[src/common/juart_config.svh]
`ifndef JUART_CONFIG_SVH
`define JUART_CONFIG_SVH

// ==========================================================================
// Console FIFO sizing
// ==========================================================================
`define JUART_FIFO_AW    4              // 16 byte queue

// ==========================================================================
// Instruction register and ID code
// ==========================================================================
`define JUART_IR_W       4
`define JUART_IR_IDCODE  4'h2
`define JUART_IR_USER1   4'h8           // Console data register
`define JUART_IR_BYPASS  4'hF           // Any unknown code acts the same
`define JUART_IDCODE     32'h0A51_C0DB  // Marker bit 0 must be 1

`endif

[src/common/juart_pkg.sv]
`default_nettype none

package juart_pkg;

`include "juart_config.svh"

    // IEEE 1149.1 state encodings
    typedef enum logic [3:0] {
        TAP_RESET      = 4'hF,
        TAP_IDLE       = 4'hC,
        TAP_SELECT_DR  = 4'h7,
        TAP_CAPTURE_DR = 4'h6,
        TAP_SHIFT_DR   = 4'h2,
        TAP_EXIT1_DR   = 4'h1,
        TAP_PAUSE_DR   = 4'h3,
        TAP_EXIT2_DR   = 4'h0,
        TAP_UPDATE_DR  = 4'h5,
        TAP_SELECT_IR  = 4'h4,
        TAP_CAPTURE_IR = 4'hE,
        TAP_SHIFT_IR   = 4'hA,
        TAP_EXIT1_IR   = 4'h9,
        TAP_PAUSE_IR   = 4'hB,
        TAP_EXIT2_IR   = 4'h8,
        TAP_UPDATE_IR  = 4'hD
    } tap_state_e;

    // ======================================================================
    // Shared 32-bit shift word, decoded by the current instruction
    // ======================================================================
    typedef struct packed {
        logic [3:0]  version;
        logic [15:0] part;
        logic [10:0] manufacturer;
        logic        marker;                // Always 1 per 1149.1
    } idcode_view_t;

    typedef struct packed {
        logic [21-`JUART_FIFO_AW:0] reserved;   // Reads as zero
        logic [`JUART_FIFO_AW:0]    level;      // Fill level before pop
        logic                       valid;      // Data byte is real
        logic [7:0]                 data;       // Shifted out first
    } console_view_t;

    typedef union packed {
        idcode_view_t  idcode;
        console_view_t console;
    } jtag_dr_u;

endpackage

`default_nettype wire

[src/common/fifo_rd_if.sv]
`timescale 1ns/1ps
`default_nettype none

`include "juart_config.svh"

// Read side of the console FIFO, seen by the JTAG data register
interface fifo_rd_if;

    logic [7:0]              rd_data;   // Head byte, valid when not empty
    logic                    empty;
    logic [`JUART_FIFO_AW:0] level;     // 0 .. depth
    logic                    pop;       // Drops head on this edge

    modport fifo_side (
        output rd_data, empty, level,
        input  pop
    );

    modport dr_side (
        input  rd_data, empty, level,
        output pop
    );

endinterface

`default_nettype wire

[src/logic/host_write_port.sv]
`timescale 1ns/1ps
`default_nettype none

// Four-phase req/ack write port into the console FIFO
module host_write_port (
    input  wire        tck,
    input  wire        rst_n,
    // Host side
    input  wire        i_wr_req,
    input  wire  [7:0] i_wr_data,
    output logic       o_wr_ack,
    // FIFO side
    output logic       o_push,
    output logic [7:0] o_push_data,
    input  wire        i_full
);

    // ======================================================================
    // Handshake
    // ======================================================================
    logic accept;                       // Byte taken on this edge

    // Only while ack is low, so one push per request phase
    assign accept = i_wr_req & ~o_wr_ack & ~i_full;

    assign o_push      = accept;
    assign o_push_data = i_wr_data;     // Host holds it stable under req

    always_ff @(posedge tck or negedge rst_n) begin
        if (!rst_n) begin
            o_wr_ack <= 1'b0;
        end else if (accept) begin
            o_wr_ack <= 1'b1;           // Phase 2, byte is in
        end else if (!i_wr_req) begin
            o_wr_ack <= 1'b0;           // Phase 4, back to idle
        end
    end

    // Full FIFO just leaves ack low
    // Host keeps req and data up until a slot frees

endmodule

`default_nettype wire

[src/logic/byte_fifo.sv]
`timescale 1ns/1ps
`default_nettype none

`include "juart_config.svh"

// Single-clock byte queue between host port and JTAG console register
module byte_fifo (
    input  wire        tck,
    input  wire        rst_n,
    input  wire        i_push,
    input  wire  [7:0] i_push_data,
    output logic       o_full,
    fifo_rd_if.fifo_side rd
);

    localparam int AW    = `JUART_FIFO_AW;
    localparam int DEPTH = 1 << AW;

    // ======================================================================
    // Storage and pointers
    // ======================================================================
    logic [7:0] mem [DEPTH];
    logic [AW:0] wr_ptr;                // Extra bit tells full from empty
    logic [AW:0] rd_ptr;
    logic        do_push;
    logic        do_pop;
    logic        ptr_match;

    assign ptr_match = (wr_ptr[AW-1:0] == rd_ptr[AW-1:0]);
    assign rd.empty  = ptr_match && (wr_ptr[AW] == rd_ptr[AW]);
    assign o_full    = ptr_match && (wr_ptr[AW] != rd_ptr[AW]);
    assign rd.level  = wr_ptr - rd_ptr;                 // Wraps cleanly

    // Illegal requests dropped here
    assign do_push = i_push & ~o_full;
    assign do_pop  = rd.pop & ~rd.empty;

    always_ff @(posedge tck) begin
        if (do_push) begin
            mem[wr_ptr[AW-1:0]] <= i_push_data;
        end
    end

    always_ff @(posedge tck or negedge rst_n) begin
        if (!rst_n) begin
            wr_ptr <= '0;
            rd_ptr <= '0;
        end else begin
            if (do_push) begin
                wr_ptr <= wr_ptr + 1'b1;
            end
            if (do_pop) begin
                rd_ptr <= rd_ptr + 1'b1;    // Push+pop leaves level as is
            end
        end
    end

    // Head byte, async read
    assign rd.rd_data = mem[rd_ptr[AW-1:0]];

endmodule

`default_nettype wire

[src/jtag_tap/jtag_tap_fsm.sv]
`timescale 1ns/1ps
`default_nettype none

// IEEE 1149.1 test access port controller
module jtag_tap_fsm
    import juart_pkg::*;
(
    input  wire        tck,
    input  wire        rst_n,
    input  wire        i_tms,
    output tap_state_e o_state
);

    tap_state_e state_q;
    tap_state_e state_d;

    // ======================================================================
    // Transition table, TMS sampled on rising tck
    // ======================================================================
    always_comb begin
        state_d = state_q;
        case (state_q)
            TAP_RESET:      state_d = i_tms ? TAP_RESET     : TAP_IDLE;
            TAP_IDLE:       state_d = i_tms ? TAP_SELECT_DR : TAP_IDLE;
            // DR column
            TAP_SELECT_DR:  state_d = i_tms ? TAP_SELECT_IR : TAP_CAPTURE_DR;
            TAP_CAPTURE_DR: state_d = i_tms ? TAP_EXIT1_DR  : TAP_SHIFT_DR;
            TAP_SHIFT_DR:   state_d = i_tms ? TAP_EXIT1_DR  : TAP_SHIFT_DR;
            TAP_EXIT1_DR:   state_d = i_tms ? TAP_UPDATE_DR : TAP_PAUSE_DR;
            TAP_PAUSE_DR:   state_d = i_tms ? TAP_EXIT2_DR  : TAP_PAUSE_DR;
            TAP_EXIT2_DR:   state_d = i_tms ? TAP_UPDATE_DR : TAP_SHIFT_DR;
            TAP_UPDATE_DR:  state_d = i_tms ? TAP_SELECT_DR : TAP_IDLE;
            // IR column
            TAP_SELECT_IR:  state_d = i_tms ? TAP_RESET     : TAP_CAPTURE_IR;
            TAP_CAPTURE_IR: state_d = i_tms ? TAP_EXIT1_IR  : TAP_SHIFT_IR;
            TAP_SHIFT_IR:   state_d = i_tms ? TAP_EXIT1_IR  : TAP_SHIFT_IR;
            TAP_EXIT1_IR:   state_d = i_tms ? TAP_UPDATE_IR : TAP_PAUSE_IR;
            TAP_PAUSE_IR:   state_d = i_tms ? TAP_EXIT2_IR  : TAP_PAUSE_IR;
            TAP_EXIT2_IR:   state_d = i_tms ? TAP_UPDATE_IR : TAP_SHIFT_IR;
            TAP_UPDATE_IR:  state_d = i_tms ? TAP_SELECT_DR : TAP_IDLE;
            default:        state_d = TAP_RESET;    // All 16 codes used anyway
        endcase
    end

    // Five TMS-high edges reach Test-Logic-Reset from anywhere
    always_ff @(posedge tck or negedge rst_n) begin
        if (!rst_n) begin
            state_q <= TAP_RESET;
        end else begin
            state_q <= state_d;
        end
    end

    assign o_state = state_q;

endmodule

`default_nettype wire

[src/jtag_tap/jtag_console_dr.sv]
`timescale 1ns/1ps
`default_nettype none

`include "juart_config.svh"

// Instruction register, data registers and TDO path of the console TAP
module jtag_console_dr
    import juart_pkg::*;
(
    input  wire        tck,
    input  wire        rst_n,
    input  wire        i_tdi,
    input  tap_state_e i_state,
    output logic       o_tdo,
    output logic       o_tdo_en,
    fifo_rd_if.dr_side rd
);

    localparam int IRW = `JUART_IR_W;

    logic [IRW-1:0] ir_sh;          // IR shift stage
    logic [IRW-1:0] ir_q;           // Active instruction
    logic           bypass_q;
    jtag_dr_u       dr_q;           // Shared shift word
    jtag_dr_u       frame_c;        // Console frame to capture
    logic           cap_valid;      // Valid bit as captured
    logic           sel_idcode;
    logic           sel_user1;

    assign sel_idcode = (ir_q == `JUART_IR_IDCODE);
    assign sel_user1  = (ir_q == `JUART_IR_USER1);

    // ======================================================================
    // Instruction register
    // ======================================================================
    always_ff @(posedge tck) begin
        if (i_state == TAP_CAPTURE_IR) begin
            ir_sh <= {{(IRW-1){1'b0}}, 1'b1};       // 0001 capture pattern
        end else if (i_state == TAP_SHIFT_IR) begin
            ir_sh <= {i_tdi, ir_sh[IRW-1:1]};       // LSB out first
        end
    end

    always_ff @(posedge tck or negedge rst_n) begin
        if (!rst_n) begin
            ir_q <= `JUART_IR_IDCODE;
        end else if (i_state == TAP_RESET) begin
            ir_q <= `JUART_IR_IDCODE;
        end else if (i_state == TAP_UPDATE_IR) begin
            ir_q <= ir_sh;
        end
    end

    // ======================================================================
    // Data registers
    // ======================================================================
    always_comb begin
        frame_c                  = '0;
        frame_c.console.level    = rd.level;
        frame_c.console.valid    = ~rd.empty;
        frame_c.console.data     = rd.empty ? 8'h00 : rd.rd_data;  // Zero when empty
    end

    always_ff @(posedge tck) begin
        if (i_state == TAP_CAPTURE_DR) begin
            bypass_q <= 1'b0;
            if (sel_idcode) begin
                dr_q.idcode <= `JUART_IDCODE;
            end else if (sel_user1) begin
                dr_q <= frame_c;
            end
        end else if (i_state == TAP_SHIFT_DR) begin
            bypass_q <= i_tdi;                      // One bit delay
            if (sel_idcode || sel_user1) begin
                dr_q <= {i_tdi, dr_q[31:1]};
            end
        end
    end

    always_ff @(posedge tck or negedge rst_n) begin
        if (!rst_n) begin
            cap_valid <= 1'b0;
        end else if (i_state == TAP_CAPTURE_DR) begin
            cap_valid <= sel_user1 & ~rd.empty;
        end
    end

    // Head leaves the FIFO only if the probe actually saw it
    assign rd.pop = (i_state == TAP_UPDATE_DR) && sel_user1 && cap_valid;

    // ======================================================================
    // TDO mux
    // ======================================================================
    assign o_tdo_en = (i_state == TAP_SHIFT_DR) || (i_state == TAP_SHIFT_IR);

    always_comb begin
        o_tdo = 1'b0;
        if (i_state == TAP_SHIFT_IR) begin
            o_tdo = ir_sh[0];
        end else if (i_state == TAP_SHIFT_DR) begin
            if (sel_idcode || sel_user1) begin
                o_tdo = dr_q[0];                    // Bit 0 of the shift word
            end else begin
                o_tdo = bypass_q;                   // Bypass and unknown codes
            end
        end
    end

endmodule

`default_nettype wire

[src/logic/jtag_uart_top.sv]
`timescale 1ns/1ps
`default_nettype none

// JTAG console transmitter, host bytes out through USER1
module jtag_uart_top
    import juart_pkg::*;
(
    input  wire        tck,
    input  wire        rst_n,
    // JTAG pins, TDO with separate enable
    input  wire        i_tms,
    input  wire        i_tdi,
    output logic       o_tdo,
    output logic       o_tdo_en,
    // Host write port
    input  wire        i_wr_req,
    input  wire  [7:0] i_wr_data,
    output logic       o_wr_ack
);

    logic       push;
    logic [7:0] push_data;
    logic       full;
    tap_state_e tap_state;

    fifo_rd_if u_rd_bus ();

    host_write_port u_host_port (
        .tck         (tck),
        .rst_n       (rst_n),
        .i_wr_req    (i_wr_req),
        .i_wr_data   (i_wr_data),
        .o_wr_ack    (o_wr_ack),
        .o_push      (push),
        .o_push_data (push_data),
        .i_full      (full)
    );

    byte_fifo u_fifo (
        .tck         (tck),
        .rst_n       (rst_n),
        .i_push      (push),
        .i_push_data (push_data),
        .o_full      (full),
        .rd          (u_rd_bus.fifo_side)
    );

    jtag_tap_fsm u_tap (
        .tck     (tck),
        .rst_n   (rst_n),
        .i_tms   (i_tms),
        .o_state (tap_state)
    );

    jtag_console_dr u_dr (
        .tck      (tck),
        .rst_n    (rst_n),
        .i_tdi    (i_tdi),
        .i_state  (tap_state),
        .o_tdo    (o_tdo),
        .o_tdo_en (o_tdo_en),
        .rd       (u_rd_bus.dr_side)
    );

endmodule

`default_nettype wire

[config.mk]
export PLATFORM = sky130hd
export DESIGN_NAME = jtag_uart_top
export DESIGN_NICKNAME = d
export VERILOG_FILES = /design/src/common/juart_pkg.sv /design/src/common/fifo_rd_if.sv /design/src/logic/host_write_port.sv /design/src/logic/byte_fifo.sv /design/src/jtag_tap/jtag_tap_fsm.sv /design/src/jtag_tap/jtag_console_dr.sv /design/src/logic/jtag_uart_top.sv
export VERILOG_INCLUDE_DIRS = /design/src /design/src/common
export SDC_FILE = /design/constraint.sdc
export NUM_CORES = 1
export LEC_CHECK = 0
export BUFFER_PORTS_ARGS = -buffer_cell sky130_fd_sc_hd__buf_2
export CAP_MARGIN = 10
export CORE_UTILIZATION = 35
export DETAILED_ROUTE_END_ITERATION = 6
export HOLD_SLACK_MARGIN = 0.06
export SLEW_MARGIN = 20
export SYNTH_ARGS = -nofsm -noshare
export SYNTH_HDL_FRONTEND = slang
export SYNTH_HIERARCHICAL = 1
export SYNTH_SLANG_ARGS = --single-unit
[constraint.sdc]
create_clock -name tck -period 4.76 [get_ports tck]
set_input_delay 0.952 -clock tck [delete_from_list [all_inputs] [get_ports tck]]
set_output_delay 0.952 -clock tck [all_outputs]
set_load 0.1 [all_outputs]
==> results of run 1 <==
## power groups by stage
stage	Combinational, mW	Sequential (mW)	Clock [mW]
finish	0.692	2.12	1.37
global placement	0.674	2.14	0
global route	0.764	2.14	1.46
floorplan	0.550	2.09	0
CTS	0.694	2.11	1.40
detailed placement	0.686	2.15	0
## cells in the final DEF (no fill, tap or decap), types with 4 or more instances in the layout
master       n
nand4_1      5
and2_1      12
inv_8        5
buf_4        4
a21oi_1      8
edfxtp_1   160
mux4_2      17
buf_2       15
xnor2_1     10
dfrtp_1     14
nand2_1     52
inv_1        9
dfxtp_1      5
a22oi_1      8
mux2i_1     24
ha_1         9
o21ai_1     14
mux4_1       7
nand2b_1     9
o21ai_0     18
clkbuf_16   17
dfstp_2      5
nor2_1      18
a32oi_1      8
## synthesized netlist by cell type (3+ instances only)
| master | count |
|---|---|
| buf_4 | 11 |
| nand2_1 | 52 |
| nor3_1 | 5 |
| a21oi_1 | 8 |
| mux4_1 | 7 |
| nand3_1 | 3 |
| o21ai_1 | 14 |
| a21boi_1 | 3 |
| a32oi_1 | 8 |
| dfxtp_1 | 5 |
| nand4_1 | 5 |
| mux2i_1 | 24 |
| nand2b_1 | 9 |
| xor2_1 | 3 |
| inv_1 | 9 |
| o21ai_0 | 18 |
| xnor2_1 | 10 |
| nand3b_1 | 3 |
| dfrtp_1 | 15 |
| a22oi_1 | 8 |
| a22o_1 | 3 |
| clkbuf_1 | 9 |
| buf_2 | 4 |
| mux4_2 | 17 |
| edfxtp_1 | 160 |
| and2_1 | 12 |
| dfstp_2 | 5 |
| nor2_1 | 19 |
| a21o_1 | 3 |
| ha_1 | 9 |
## logic make-up (layout without fill, tap and decap cells)
logic type	after synthesis	in the layout	share of synthesized area, %
flops	185	185	69.5
simple gates	122	122	8.25
buf+inv	37	61	2.89
mux	48	48	10.4
xor+xnor	13	13	1.46
fa+ha+maj	10	10	1.70
compound gates	71	71	5.77
## area by class of cell
class	count	area [um2]	area share [%]
Inverter	10	37.5	0.434
Clock buffer	17	425	4.92
Tap cell	280	350	4.05
Clock inverter	15	159	1.84
Sequential cell	185	5410	62.6
Timing Repair Buffer	19	105	1.21
Multi-Input combinational cell	264	2160	25.0
## worst paths after layout
| kind | startpoint | to | depth (start not counted) |
|---|---|---|---|
| hold / removal | rst_n | u_fifo/wr_ptr[2] | 1 |
| setup reg to reg | u_fifo/rd_ptr[3] | u_fifo/mem[2][0] | 8 |
| setup / recovery | u_fifo/rd_ptr[3] | u_fifo/mem[2][0] | 8 |
| min in group tck | u_dr/bypass_q | u_dr/bypass_q | 2 |
| hold reg to reg | u_dr/bypass_q | u_dr/bypass_q | 2 |
| max in group asynchronous | rst_n | u_fifo/rd_ptr[1] | 1 |
## state kept, by name, indices dropped and copies added, names as in the netlist
| name | flops |
|---|---|
| u_fifo/mem | 128 |
| u_dr/dr_q | 32 |
| u_fifo/rd_ptr | 5 |
| u_fifo/wr_ptr | 5 |
| u_dr/ir_q | 4 |
| u_dr/ir_sh | 4 |
| u_tap/o_state | 4 |
| u_dr/bypass_q | 1 |
| u_dr/cap_valid | 1 |
| u_host_port/o_wr_ack | 1 |
## stage by stage
| stage | util, % | setup slack (ns) | instance area (um2) | hold slack [ns] |
|---|---|---|---|---|
| after global routing | 39.6 | 1.10 | 8650 | 0.501 |
| final | 39.6 | 1.35 | 8650 | 0.481 |
| after detailed placement | 36.9 | 1.45 | 8060 | 0.463 |
| after floorplan | - | 0.915 | 7790 | 0.418 |
| after CTS | 39.6 | 1.42 | 8640 | 0.480 |
| after global placement | 36.9 | 1.53 | 8060 | 0.439 |
## per-layer routing
layer  routed length, um  part of all wire (%)
met1                6820                    44
met3                 903                   5.8
met4                 306                   2.0
met5                   0                     0
met2                7600                    49
## critical path, cell delays in order (launching register included)
cell and delay (ns):
dfrtp_1 0.57, inv_2 0.21, ha_1 0.39, nand4_1 0.13, nor2_1 0.07, nor3b_2 0.17, o21a_1 0.38, nand2_1 0.24
nor3_1 0.88
==> flow_summary.toml, run 1 <==
[run_status]
status = "completed"

[pwr]
netSwitchingPower_mw = 1.26
p_comb_share_pct = 16.6
power_density_nw_per_um2 = 483
seqPwrFrac_pct = 50.7
p_leak_nw = 2.90
clkPwrFrac_pct = 32.8
p_int_mw = 2.92
switching_share_pct = 30.1
p_total_mw = 4.18
ir_drop_uv = 243

[timing]
drv_slew = 0
grt_setup_unrepaired = "no"
period_minus_slack_ns = 3.41
setup_viol = 0
skew_ns = 0.0161
hold_viol_final = 0
max_freq_ghz = 0.293
relSlewSlack_pct = 26.7
finalSetupTns_ns = 0
fin_crit_sh_pct = 71.6
tightest_slew_ns = 1.09

[global_routing]
top_usage_layer = "met2"
use_met3_pct = 3.01
grt_max_degree = 43
grt_pass1_wl_um = 24100
antenna_found_initial = 0
grtUsageMet1_pct = 19.3
use_met2_pct = 23.7
grtUsageTotal_pct = 14.8
overflow = 0
grt_pass1_vias = 4156

[setup_path]
crit_required_ns = 4.82
crit_type = "register to register"
end_kind = "register"
arrival_ns = 3.47
crit_fanout = 12
startpoint_type = "register"
reg2reg_slack_ns = 1.35

[layout]
antenna_cells = 0
final_layout_size_suffix_gt1_share_pct = 17.3
nNetsFinal = 520
area_delta_synth_final_pct = 11.2
nFillCells = 1974
final_cells = 790

[place]
gp_congestion = 0.895
post-dp-hpwl_um = 10500
port_buffers = 15
placed_cells_incl_taps = 758

[flow_run]
maxCapViolations = 0

[clock_tree]
cts_tree = "done"
holdBufCountCts = 0
postCtsSetupBuffers = 0
cts_num_sinks = 185
root_buffer = "clkbuf_16"
clkSlewWorstSetupHoldPaths_ns = 0.07
clock_latency_ns = 0.43
numCtsBuffers = 17
clock_path_buffers = 2
cts_resized = 0
cts-htree-levels = 4

[drt]
drt_drc_violations_left = 0
drt_iter0_drc = 346
vias_per_cell = 5.23
wl_um = 15600
ant_nets = 0
via_count = 4133
wl_per_cell_um = 19.8
first_pass_iters = 5

[synth]
seq_area_frac_synth_pct = 69.5
synth.distinct_cells = 53
postSynthCellCount = 486
netlist_area_um2 = 7780
synth.area.top_cells = "edfxtp_1 62%, mux4_2 4.9%, dfrtp_1 4.8%, mux2i_1 3.1%, nand2_1 2.5%"
postSynthAreaPerCell_um2 = 16.0
yosysWarnings = 6
ys_ff_latch = 185
synth_top_area_cell = "edfxtp_1"
async_reset_ff_share_pct = 10.8
synth_edf_count = 160
synthesis.nets = 509
synthFlopType = "edfxtp_1"
synth_top_area_share_pct = 61.7

[floorplan]
start_util_pct = 35.7
die_x_um = 151
io_pins = 16
coreArea_um2 = 21800
row_count = 54
dieArea_um2 = 22800
fp.dieH_um = 151

[min_path]
worstHoldPathType = "input pin to async pin"
(Power assumes the default switching activity.)
==> inputs of run 2 (changes only) <==
- ABC_AREA: unset -> 1
- clock period: 4.76 -> 3.31 ns (I/O delays scaled with it)
==> flow_summary.toml, run 2 <==
[run_status]
status = "completed"

[synth]
yosysMostFrequentCell = "nand2_1"
netlist_area_um2 = 8630
synthFlopType = "edfxtp_1"
ys_ff_latch = 185
synth_top_area_cell = "edfxtp_1"
synth.distinct_cells = 34
seq_area_frac_synth_pct = 62.7
synth.area.top_cells = "edfxtp_1 56%, nand2_1 14%, inv_1 7.0%, nand3_1 5.9%, dfrtp_1 4.4%"
yosysWarnings = 6
postSynthAreaPerCell_um2 = 9.47
synth_top_area_share_pct = 55.7
netlist_top_cells_count = "318 x nand2_1, 160 x edfxtp_1, 160 x inv_1"
synthesis.nets = 934
synth_edf_count = 160
postSynthCellCount = 911
async_reset_ff_share_pct = 10.8

[setup_path]
crit_type = "register to register"
slowest_delay_ns = 0.56
crit_end = "u_fifo/mem[9][6]"
startpoint_type = "register"
end_kind = "register"
r2r-start = "u_fifo/rd_ptr[2]"
path_buf_inv = 4
cp.depth = 13
critical-path-top-delay-family = "simple AND/OR/NAND/NOR gates"
crit_required_ns = 3.37
r2r_end = "u_fifo/mem[9][6]"
reg2regPathDepth = 13
crit_start = "u_fifo/rd_ptr[2]"
cpMaxStageDelayCell = "nor2_1"
cp_common_cell = "nand2_1"
reg2reg_slack_ns = 0.41
crit_fanout = 9
arrival_ns = 2.96
crit_chain = "clkinv_1, ha_1, nand2_1, nor2_1, nand2_1, inv_1, inv_1, nand2_1, nor2_2, nand2_4, inv_2, nand2_1, nor2_1"

[pwr]
p_int_mw = 4.55
power_density_nw_per_um2 = 711
p_leak_nw = 4.24
seqPwrFrac_pct = 44.7
clkPwrFrac_pct = 30.1
switching_share_pct = 33.1
netSwitchingPower_mw = 2.25
p_comb_share_pct = 25.2
ir_drop_uv = 359

[timing]
relSlewSlack_pct = 49.5
drv_slew = 0
setup_viol = 0
period_minus_slack_ns = 2.90
finalSetupTns_ns = 0
grt_setup_unrepaired = "no"
max_freq_ghz = 0.345
fin_crit_sh_pct = 87.6
skew_ns = 0.00746
hold_viol_final = 0
whs_ns = 0.174
tightest_slew_ns = 0.755

[global_routing]
grt_pass1_vias = 5459
grtUsageTotal_pct = 15.2
antenna_found_initial = 0
grt_max_degree = 67
grt_pass1_wl_um = 29200
overflow = 0

[floorplan]
coreArea_um2 = 24200
fp.dieH_um = 159
row_count = 57
dieArea_um2 = 25300
io_pins = 16
die_x_um = 159
start_util_pct = 35.6

[drt]
ant_nets = 0
drt_drc_violations_left = 0
wl_um = 18300
first_pass_iters = 5
via_count = 5705
wl_per_cell_um = 14.6
vias_per_cell = 4.54
drt_iter0_drc = 528

[place]
port_buffers = 15
post-dp-hpwl_um = 11800
gp_congestion = 0.816
placed_cells_incl_taps = 1224

[clock_tree]
cts-htree-levels = 4
cts_resized = 0
cts_tree = "done"
clock_path_buffers = 2
clock_latency_ns = 0.43
cts_num_sinks = 185
clkSlewWorstSetupHoldPaths_ns = 0.07
postCtsSetupBuffers = 0
numCtsBuffers = 17
root_buffer = "clkbuf_16"
holdBufCountCts = 0

[layout]
area_delta_synth_final_pct = 10.9
final_cells = 1256
final_layout_size_suffix_gt1_share_pct = 8.26
final_common_cell = "nand2_1"
nFillCells = 2391
largest_reg_flops = 128
antenna_cells = 0
nNetsFinal = 942
final_cell_mix = "318 x nand2_1, 160 x inv_1, 160 x edfxtp_1, 101 x nand3_1, 42 x nor2_1"

[min_path]
worstHoldPathType = "input pin to async pin"

[flow_run]
maxCapViolations = 0
-- run 2: changes by cell type after synthesis, moves of 8 or more --
cell | previous run | this run
nor2_1 | 19 | 42
and2_1 | 12 | 0
nand2_1 | 52 | 318
inv_1 | 9 | 160
a32oi_1 | 8 | 0
buf_2 | 4 | 17
nand2b_1 | 9 | 0
mux2i_1 | 24 | 0
o21ai_1 | 14 | 3
o21ai_0 | 18 | 8
mux4_2 | 17 | 0
a22oi_1 | 8 | 0
nand3_1 | 3 | 101
-- run 2: power by group through the flow --
stage	Sequential (mW)	Clock, mW	Combinational, mW
final	3.04	2.05	1.71
after global routing	3.07	2.17	1.94
after CTS	3.04	2.09	1.72
after detailed placement	3.09	0	1.72
after global placement	3.08	0	1.71
after floorplan	3.05	0	1.34
-- run 2: worst min-delay path by stage --
stage	slack (ns)	startpoint	to	depth (start not counted)
global placement	0.44	u_dr/bypass_q	u_dr/bypass_q	2
finish	0.17	rst_n	u_dr/cap_valid	1
CTS	0.19	rst_n	u_dr/ir_q[3]	1
floorplan	0.37	rst_n	u_dr/cap_valid	0
detailed placement	0.45	u_dr/bypass_q	u_dr/bypass_q	2
global route	0.20	rst_n	u_dr/cap_valid	1
-- run 2: per-stage QoR --
| step | total power, mW | worst slack [ns] | utilization, % | instance area (um2) |
|---|---|---|---|---|
| global placement | 4.79 | 0.432 | 37.0 | 8970 |
| floorplan | 4.39 | 0.241 | - | 8630 |
| finish | 6.81 | 0.412 | 39.5 | 9570 |
| detailed placement | 4.80 | 0.415 | 37.0 | 8970 |
| CTS | 6.86 | 0.404 | 39.5 | 9570 |
| global route | 7.19 | 0.167 | 39.5 | 9570 |
-- run 2: worst register-to-register path: stages (launching register included) --
cell and delay (ns):
dfrtp_1 0.35, clkinv_1 0.23, ha_1 0.43, nand2_1 0.09, nor2_1 0.05, nand2_1 0.11
inv_1 0.05, inv_1 0.05, nand2_1 0.06, nor2_2 0.13, nand2_4 0.10, inv_2 0.13
nand2_1 0.20, nor2_1 0.56
-- run 2: cells by family (layout without fill, tap and decap cells) --
| family | after synthesis | after routing | synth area share [%] |
|---|---|---|---|
| AOI/OAI and AO/OA | 23 | 23 | 1.42 |
| buffers and inverters | 205 | 226 | 10.0 |
| and+or+nand+nor | 475 | 475 | 23.0 |
| adders and majority gates | 10 | 10 | 1.54 |
| DFF | 185 | 185 | 62.7 |
| xor gates and xnor gates | 13 | 13 | 1.32 |
-- run 2: layer usage --
| layer | wire length, um | track usage, % | vias up | part of all wire (%) |
|---|---|---|---|---|
| met5 | 0 | 0 | - | 0 |
| met4 | 318 | 5.73 | 0 | 1.7 |
| met3 | 707 | 3.00 | 28 | 3.9 |
| met2 | 8670 | 24.5 | 124 | 47 |
| met1 | 8580 | 20.4 | 2676 | 47 |
| li1 | - | - | 2877 | - |
-- run 2: area by class of cell --
| type | count | area [um2] | share of cell area [%] |
|---|---|---|---|
| clock inverters | 14 | 169 | 1.77 |
| clock buffers | 18 | 429 | 4.49 |
| repair buffers | 26 | 158 | 1.65 |
| multi-input cells | 521 | 2360 | 24.7 |
| well taps | 324 | 405 | 4.24 |
| flip-flops and latches | 185 | 5410 | 56.6 |
| inverters | 168 | 631 | 6.59 |
